## config.mk

```make
export PLATFORM = sky130hd
export DESIGN_NAME = branch_unit
export DESIGN_NICKNAME = d
export VERILOG_FILES = /design/src/branch_pkg.sv /design/src/branch_cfg_if.sv /design/src/branch_dispatch.sv /design/src/branch_resolve.sv /design/src/branch_unit.sv /design/src/sentinel_slot.sv
export SDC_FILE = /design/constraint.sdc
export NUM_CORES = 2
export LEC_CHECK = 0
export ABC_CLOCK_PERIOD_IN_PS = 3100
export BUFFER_PORTS_ARGS = -buffer_cell sky130_fd_sc_hd__clkbuf_2
export CORE_MARGIN = 5
export CORE_UTILIZATION = 30
export CTS_CLUSTER_SIZE = 28
export DETAILED_ROUTE_END_ITERATION = 6
export HOLD_SLACK_MARGIN = 0.06
export SYNTH_ARGS = -nofsm -noshare
export SYNTH_HDL_FRONTEND = slang
export SYNTH_SLANG_ARGS = --single-unit
export TNS_END_PERCENT = 20
```

## constraint.sdc

```tcl
create_clock -name clock -period 3.1 [get_ports clock]
set_input_delay 0.155 -clock clock [delete_from_list [all_inputs] [get_ports clock]]
set_output_delay 0.155 -clock clock [all_outputs]
set_load 0.005 [all_outputs]
```

## src/branch_pkg.sv

```systemverilog
package branch_pkg;

    // ----------------------------------------
    // Datapath widths
    // ----------------------------------------

    // Result word, sentinel and mask all share one width
    localparam int word_width = 32;

    // Barrel threads
    localparam int thread_count = 8;
    localparam int thread_width = 3;

    // Branch slots, all identical
    localparam int slot_count = 4;
    localparam int slot_width = 2;

    // ----------------------------------------
    // Flow control
    // ----------------------------------------

    // Upstream credits after reset
    // Also the result queue depth, kept a power of two
    localparam int in_credits = 4;

    // Ceiling on consumer grants held at once
    localparam int out_credits = 4;

    // Queue pointer and occupancy widths
    localparam int queue_ptr_width = $clog2(in_credits);
    localparam int queue_cnt_width = $clog2(in_credits + 1);

    // Output credit counter reaches out_credits
    localparam int credit_width = $clog2(out_credits + 1);

    // ----------------------------------------
    // Configuration
    // ----------------------------------------

    // Target table of a configuration write
    typedef enum logic [0:0] {
        cfg_sentinel = 1'b0,
        cfg_mask     = 1'b1
    } cfg_field_e;

endpackage

```

## src/branch_cfg_if.sv

```systemverilog
`timescale 1ns/1ps

// Dispatcher to slot bus, shared by every slot
interface branch_cfg_if;

    // Configuration write, one-hot over slots
    logic [branch_pkg::slot_count-1:0]   wr_en;
    branch_pkg::cfg_field_e              wr_field;
    logic [branch_pkg::thread_width-1:0] wr_thread;
    logic [branch_pkg::word_width-1:0]   wr_data;

    // Accepted result word
    logic                                rd_valid;
    logic [branch_pkg::thread_width-1:0] rd_thread;
    logic [branch_pkg::word_width-1:0]   rd_data;

    // Driving side
    modport dispatch (
        output wr_en, wr_field, wr_thread, wr_data,
        output rd_valid, rd_thread, rd_data
    );

    // Receiving side
    // Write enable left out, each slot gets its own bit at the generate site
    modport slot (
        input wr_field, wr_thread, wr_data,
        input rd_valid, rd_thread, rd_data
    );

endinterface

```

## src/branch_dispatch.sv

```systemverilog
`timescale 1ns/1ps

module branch_dispatch (
    input  logic                                clock,
    input  logic                                rst_n,

    // Result words from the processor
    input  logic                                r_valid,
    input  logic [branch_pkg::thread_width-1:0] r_thread,
    input  logic [branch_pkg::word_width-1:0]   r_data,

    // Configuration writes
    input  logic                                cfg_wren,
    input  logic [branch_pkg::slot_width-1:0]   cfg_slot,
    input  branch_pkg::cfg_field_e              cfg_field,
    input  logic [branch_pkg::thread_width-1:0] cfg_thread,
    input  logic [branch_pkg::word_width-1:0]   cfg_data,

    // Toward the slots
    branch_cfg_if.dispatch                      cfg
);

    // Decoded slot select
    logic [branch_pkg::slot_count-1:0] slot_onehot;

    // ----------------------------------------
    // Slot decode
    // ----------------------------------------

    // One bit per slot, so no slot carries its own index
    always_comb begin
        slot_onehot = '0;
        slot_onehot[cfg_slot] = 1'b1;
    end

    // ----------------------------------------
    // Control register
    // ----------------------------------------

    always_ff @(posedge clock) begin
        if (!rst_n) begin
            cfg.wr_en    <= '0;
            cfg.rd_valid <= 1'b0;
        end else begin
            // Idle write enable is all zero
            cfg.wr_en    <= cfg_wren ? slot_onehot : '0;
            // Every offered word is accepted, credits keep it safe
            cfg.rd_valid <= r_valid;
        end
    end

    // ----------------------------------------
    // Payload register
    // ----------------------------------------

    always_ff @(posedge clock) begin
        // Config payload follows the enable
        cfg.wr_field  <= cfg_field;
        cfg.wr_thread <= cfg_thread;
        cfg.wr_data   <= cfg_data;
        // Result payload only moves on a valid word
        if (r_valid) begin
            cfg.rd_thread <= r_thread;
            cfg.rd_data   <= r_data;
        end
    end

endmodule

```

## src/branch_resolve.sv

```systemverilog
`timescale 1ns/1ps

module branch_resolve (
    input  logic                                clock,
    input  logic                                rst_n,

    // From the slots
    input  logic [branch_pkg::slot_count-1:0]   match,
    input  logic [branch_pkg::slot_count-1:0]   match_valid,
    input  logic [branch_pkg::thread_width-1:0] match_thread,

    // Credit flow
    input  logic                                out_credit,
    output logic                                r_credit,

    // Decision to the consumer
    output logic                                branch_valid,
    output logic                                branch_taken,
    output logic [branch_pkg::slot_width-1:0]   branch_slot,
    output logic [branch_pkg::thread_width-1:0] branch_thread
);

    // Priority pick
    logic                                push;
    logic                                pick_taken;
    logic [branch_pkg::slot_width-1:0]   pick_slot;

    // Result queue storage
    logic                                q_taken  [branch_pkg::in_credits];
    logic [branch_pkg::slot_width-1:0]   q_slot   [branch_pkg::in_credits];
    logic [branch_pkg::thread_width-1:0] q_thread [branch_pkg::in_credits];

    // Queue control
    logic [branch_pkg::queue_ptr_width-1:0] wr_ptr;
    logic [branch_pkg::queue_ptr_width-1:0] rd_ptr;
    logic [branch_pkg::queue_cnt_width-1:0] q_count;
    logic                                   pop;

    // Consumer grants on hand
    logic [branch_pkg::credit_width-1:0]    credit_count;

    // ----------------------------------------
    // Lowest matching slot
    // ----------------------------------------

    // All slots run in lockstep, valid bits agree
    assign push = &match_valid;

    always_comb begin
        pick_taken = 1'b0;
        pick_slot  = '0;
        // Walk down so the lowest index is written last
        for (int i = branch_pkg::slot_count - 1; i >= 0; i--) begin
            if (match[i]) begin
                pick_taken = 1'b1;
                pick_slot  = branch_pkg::slot_width'(i);
            end
        end
    end

    // ----------------------------------------
    // Result queue
    // ----------------------------------------

    // Input credits bound occupancy, no full check needed
    always_ff @(posedge clock) begin
        if (push) begin
            q_taken[wr_ptr]  <= pick_taken;
            q_slot[wr_ptr]   <= pick_slot;
            q_thread[wr_ptr] <= match_thread;
        end
    end

    // Leave only with a result queued and a grant held
    assign pop = (q_count != '0) && (credit_count != '0);

    always_ff @(posedge clock) begin
        if (!rst_n) begin
            wr_ptr  <= '0;
            rd_ptr  <= '0;
            q_count <= '0;
        end else begin
            // Pointers wrap on their own
            if (push) wr_ptr <= wr_ptr + 1'b1;
            if (pop) rd_ptr <= rd_ptr + 1'b1;
            q_count <= q_count + branch_pkg::queue_cnt_width'(push)
                               - branch_pkg::queue_cnt_width'(pop);
        end
    end

    // ----------------------------------------
    // Output credits
    // ----------------------------------------

    always_ff @(posedge clock) begin
        if (!rst_n) begin
            credit_count <= '0;
        end else begin
            // Grant and spend can land together
            credit_count <= credit_count + branch_pkg::credit_width'(out_credit)
                                         - branch_pkg::credit_width'(pop);
        end
    end

    // Head of queue straight to the consumer
    assign branch_valid  = pop;
    assign branch_taken  = q_taken[rd_ptr];
    assign branch_slot   = q_slot[rd_ptr];
    assign branch_thread = q_thread[rd_ptr];

    // One upstream credit back per departing result
    assign r_credit = pop;

endmodule

```

## src/branch_unit.sv

```systemverilog
`timescale 1ns/1ps

module branch_unit (
    input  logic                                clock,
    input  logic                                rst_n,

    // Upstream
    input  logic                                r_valid,
    input  logic [branch_pkg::thread_width-1:0] r_thread,
    input  logic [branch_pkg::word_width-1:0]   r_data,
    output logic                                r_credit,

    // Configuration
    input  logic                                cfg_wren,
    input  logic [branch_pkg::slot_width-1:0]   cfg_slot,
    input  branch_pkg::cfg_field_e              cfg_field,
    input  logic [branch_pkg::thread_width-1:0] cfg_thread,
    input  logic [branch_pkg::word_width-1:0]   cfg_data,

    // Consumer
    output logic                                branch_valid,
    output logic                                branch_taken,
    output logic [branch_pkg::slot_width-1:0]   branch_slot,
    output logic [branch_pkg::thread_width-1:0] branch_thread,
    input  logic                                out_credit
);

    // Dispatcher to slots
    branch_cfg_if cfg_bus ();

    // Slots to resolver, one bit each
    logic [branch_pkg::slot_count-1:0]   slot_match;
    logic [branch_pkg::slot_count-1:0]   slot_valid;

    // Thread number beside the slot pipeline
    logic [branch_pkg::thread_width-1:0] thread_d1;
    logic [branch_pkg::thread_width-1:0] thread_d2;

    // ----------------------------------------
    // Dispatch
    // ----------------------------------------

    branch_dispatch u_dispatch (
        .clock      (clock),
        .rst_n      (rst_n),
        .r_valid    (r_valid),
        .r_thread   (r_thread),
        .r_data     (r_data),
        .cfg_wren   (cfg_wren),
        .cfg_slot   (cfg_slot),
        .cfg_field  (cfg_field),
        .cfg_thread (cfg_thread),
        .cfg_data   (cfg_data),
        .cfg        (cfg_bus)
    );

    // ----------------------------------------
    // Slots
    // ----------------------------------------

    genvar i;
    generate
        for (i = 0; i < branch_pkg::slot_count; i++) begin : g_slot
            // Each slot sees only its own write enable
            sentinel_slot u_slot (
                .clock       (clock),
                .rst_n       (rst_n),
                .cfg         (cfg_bus),
                .slot_sel    (cfg_bus.wr_en[i]),
                .match       (slot_match[i]),
                .match_valid (slot_valid[i])
            );
        end
    endgenerate

    // Two stages to match table read and compare register
    always_ff @(posedge clock) begin
        thread_d1 <= cfg_bus.rd_thread;
        thread_d2 <= thread_d1;
    end

    // ----------------------------------------
    // Resolve
    // ----------------------------------------

    branch_resolve u_resolve (
        .clock         (clock),
        .rst_n         (rst_n),
        .match         (slot_match),
        .match_valid   (slot_valid),
        .match_thread  (thread_d2),
        .out_credit    (out_credit),
        .r_credit      (r_credit),
        .branch_valid  (branch_valid),
        .branch_taken  (branch_taken),
        .branch_slot   (branch_slot),
        .branch_thread (branch_thread)
    );

endmodule

```

## src/sentinel_slot.sv

```systemverilog
`timescale 1ns/1ps

module sentinel_slot (
    input  logic       clock,
    input  logic       rst_n,

    // Shared dispatcher bus
    branch_cfg_if.slot cfg,

    // This slot's write enable bit
    input  logic       slot_sel,

    // Registered compare result
    output logic       match,
    output logic       match_valid
);

    // Per-thread tables, undefined until configured
    logic [branch_pkg::word_width-1:0] sentinel_mem [branch_pkg::thread_count];
    logic [branch_pkg::word_width-1:0] mask_mem     [branch_pkg::thread_count];

    // Read stage
    logic [branch_pkg::word_width-1:0] sentinel_q;
    logic [branch_pkg::word_width-1:0] mask_q;
    logic [branch_pkg::word_width-1:0] data_q;
    logic                              valid_q;

    // Compare result before the output register
    logic                              hit;

    // ----------------------------------------
    // Table writes
    // ----------------------------------------

    always_ff @(posedge clock) begin
        if (slot_sel) begin
            // Field picks the table, thread picks the word
            if (cfg.wr_field == branch_pkg::cfg_sentinel) begin
                sentinel_mem[cfg.wr_thread] <= cfg.wr_data;
            end else begin
                mask_mem[cfg.wr_thread] <= cfg.wr_data;
            end
        end
    end

    // ----------------------------------------
    // Registered read
    // ----------------------------------------

    // Same-edge write returns old contents
    always_ff @(posedge clock) begin
        sentinel_q <= sentinel_mem[cfg.rd_thread];
        mask_q     <= mask_mem[cfg.rd_thread];
        // Word delayed to line up with table data
        data_q     <= cfg.rd_data;
    end

    always_ff @(posedge clock) begin
        if (!rst_n) begin
            valid_q <= 1'b0;
        end else begin
            valid_q <= cfg.rd_valid;
        end
    end

    // ----------------------------------------
    // Masked equality
    // ----------------------------------------

    // Only bits set in the mask must agree
    assign hit = ((data_q ^ sentinel_q) & mask_q) == '0;

    // Output register, lets a new word enter every cycle
    always_ff @(posedge clock) begin
        match <= hit;
    end

    always_ff @(posedge clock) begin
        if (!rst_n) begin
            match_valid <= 1'b0;
        end else begin
            match_valid <= valid_q;
        end
    end

endmodule

```

==> metrics.yaml <==
synth_top_area_share_pct: 71.6
num_vias: 39800
min_period_over_period_pct: 77.3
crit_fanout: 32
synth_fa_ha_area_share_pct: 0.130
cp.arrival_ns: 2.86
min_to: "u_dispatch.cfg.rd_thread[0]$_DFFE_PP_"
fp.dieW_um: 553
synth-xor-area-share_pct: 1.34
cts_sinks: 2460
maxCapViolations: 0
power_mw: 69.9
yosys-top-cells-area: "edfxtp_1 (72%), mux4_2 (13%), dfxtp_1 (8.0%)"
critPathCaptureType: "flip-flop"
netlist_area_um2: 88400
wl_per_cell_um: 25.3
path_class: "reg -> reg"
synth-seq-area-share_pct: 79.6
netlist_instances: 3744
via_per_inst: 4.73
cts_buffers: 233
post-dp-hpwl_mm: 121
worstMarginPinSlew_ns: 1.32
overflow: 0
max_freq_ghz: 0.418
rsz0062_at_grt: "false"
htreeDepth: 4
cts_setup_buffers: 0
ys.warnings.count: 0
synthesis.nets: 3830
area_growth_pct: 18.5
avgSynthCellArea_um2: 23.6
hold_path_class: "in -> reg"
cts_resized: 0
grt_start_max_net_pins: 73
critPathLaunchType: "flip-flop"
yosysMostFrequentCell: "edfxtp_1"
synthSimpleGateAreaFrac_pct: 0.760
path_clk_slew_ns: 0.07
reg2reg_slack_ns: 0.71
slew_viol_final: 0
hold_violations: 0
setup_viol: 0
muxShareOfSynthArea_pct: 16.5
ir_worst_vdd_uv: 622
wl_mm: 213
synth_compound_area_share_pct: 0.549
slew_headroom_pct: 11.8
drive_gt1_share_pct: 33.9
synth_cell_type_count: 30
synth_seq_cells: 2460
ant_nets: 0
drtIter0Drc: 4298
fin_setup_tns_ns: 0
cts_tree: "built"
r2r_end: "g_slot[1].u_slot.mask_mem[1][30]$_DFFE_PP_"
synth.largest_area_cell: "edfxtp_1"
fin_area_um2: 105000
async_flop_share_pct: 0
cts_root_buffer: "clkbuf_16"
post-route-drc-count: 0
gp_congestion: 0.774
die_area_um2: 306000
holdPathStages: 2
first_pass_iters: 5
synth_common_cells: "edfxtp_1 (2107), mux4_2 (518), dfxtp_1 (353), mux2_2 (256), xor2_1 (130)"
grt_pass1_vias: 41100
placedInstanceArea_um2: 95600
grt_pass1_wl_mm: 302
io_pins: 86
pre_cts_slack_ns: 0.760
rows: 199
synth_edf_count: 2107
port_buffers: 85
clk_latency_ns: 0.86
core_um2: 294000
holdCritStartpoint: "r_thread[0]"
fp.dieH_um: 553
synth_top_family_by_area: "multiplexers"
fin_worst_skew_ns: 0.0362
grtUsageTotal_pct: 13.6
leakage_nw: 33.3
worst_slack_ns: 0.705
initial_utilization_pct: 30.1
period_needed_ns: 2.39
status: "completed"
ys.flop_type: "edfxtp_1"
powerDensity_nw_per_um2: 667
antenna_found_initial: 15
holdBufCountCts: 151
critPathRequiredTime_ns: 3.56
final_util_pct: 35.7
clockBufferDepth: 3
r2r_cells: 3
r2r_start: "u_dispatch.cfg.wr_thread[0]$_DFF_P_"
fin_nets: 4369
-- critical path: stages, from the launching register on --
cell	delay [ns]
dfxtp_1	0.45
or3b_2	0.81
nor2_4	0.19
buf_4	0.52
-- sequential cells by signal (all words and copies together), names as in the netlist, 8 cells and up, named ones only --
name and count:
u_dispatch.cfg.wr_data 32, u_resolve.q_thread 12, g_slot.u_slot.data_q 32, u_resolve.q_slot 8, g_slot.u_slot.mask_mem 1024, g_slot.u_slot.sentinel_q 128
u_dispatch.cfg.rd_data 32, g_slot.u_slot.mask_q 128, g_slot.u_slot.sentinel_mem 1024
-- logic make-up (layout without fill, tap and decap cells) --
| group | Yosys count | count (layout) |
|---|---|---|
| flip-flops | 2460 | 2460 |
| adder cells (fa/ha/maj) | 8 | 8 |
| multiplexers | 775 | 775 |
| XOR/XNOR | 135 | 135 |
| AO/OA/AOI/OAI | 65 | 65 |
| other | 0 | 5 |
| AND/OR/NAND/NOR | 140 | 140 |
| buffers and inverters | 161 | 908 |
-- where the power goes --
group          internal, mW  leakage, nW  switching [mW]
clock network          16.1         3.72            12.1
registers              36.6         21.9           0.656
logic                  2.11         7.62            2.32
total                  54.8         33.3            15.1
-- worst max-delay path by stage --
| stage | from | to | slack [ns] | cells past startpoint |
|---|---|---|---|---|
| 3_5_place_dp | u_dispatch.cfg.wr_thread[0]$_DFF_P_ | g_slot[1].u_slot.mask_mem[1][29]$_DFFE_PP_ | 0.76 | 3 |
| 5_1_grt | flip-flop | branch_thread[2] | 0.63 | 2 |
| 6_report | u_dispatch.cfg.wr_thread[0]$_DFF_P_ | g_slot[1].u_slot.mask_mem[1][30]$_DFFE_PP_ | 0.71 | 3 |
| 2_1_floorplan | u_dispatch.cfg.wr_thread[1]$_DFF_P_ | g_slot[0].u_slot.mask_mem[2][0]$_DFFE_PP_ | 0.19 | 4 |
| 4_1_cts | flip-flop | branch_thread[2] | 0.68 | 2 |
| 3_3_place_gp | g_slot[3].u_slot.data_q[28]$_DFF_P_ | g_slot[0].u_slot.match$_DFF_P_ | 0.76 | 6 |
-- per-stage QoR --
stage,std cells,hold slack [ns]
3_5_place_dp,7816,0.259
2_1_floorplan,3744,0.183
5_1_grt,8411,0.219
4_1_cts,8410,0.187
6_report,8415,0.261
3_3_place_gp,7816,0.258
-- cells in the final DEF (no fill, tap or decap), types with 64 or more instances in the layout --
cell type         n
clkbuf_1         68
dlygate4sd3_1   151
edfxtp_1       2107
clkbuf_2         84
clkbuf_16       236
xor2_1          130
mux2_2          256
mux4_2          518
nor2_4           64
buf_4           171
dfxtp_1         321
a22oi_1          64
-- cell type report --
cell class              instances  area, um2
clock buffers                 324       6440
multi-input cells            1123      17500
well taps                    3919       4900
repair buffers                459       4260
clock inverters               119       1240
diodes                          5       12.5
flip-flops and latches       2460      70400
inverters                       6       22.5
fillers                     26700     189000
-- metal layers --
layer  vias up  share of wire [%]  GRT usage, %
li1      16600                  -             -
met1     21500                 44          19.4
met2      1327                 46          20.8
met3       293                7.4          2.87
met4         2                3.3          4.70
met5         -             0.0033             0
Note: power is estimated with default switching activity, not from simulation.
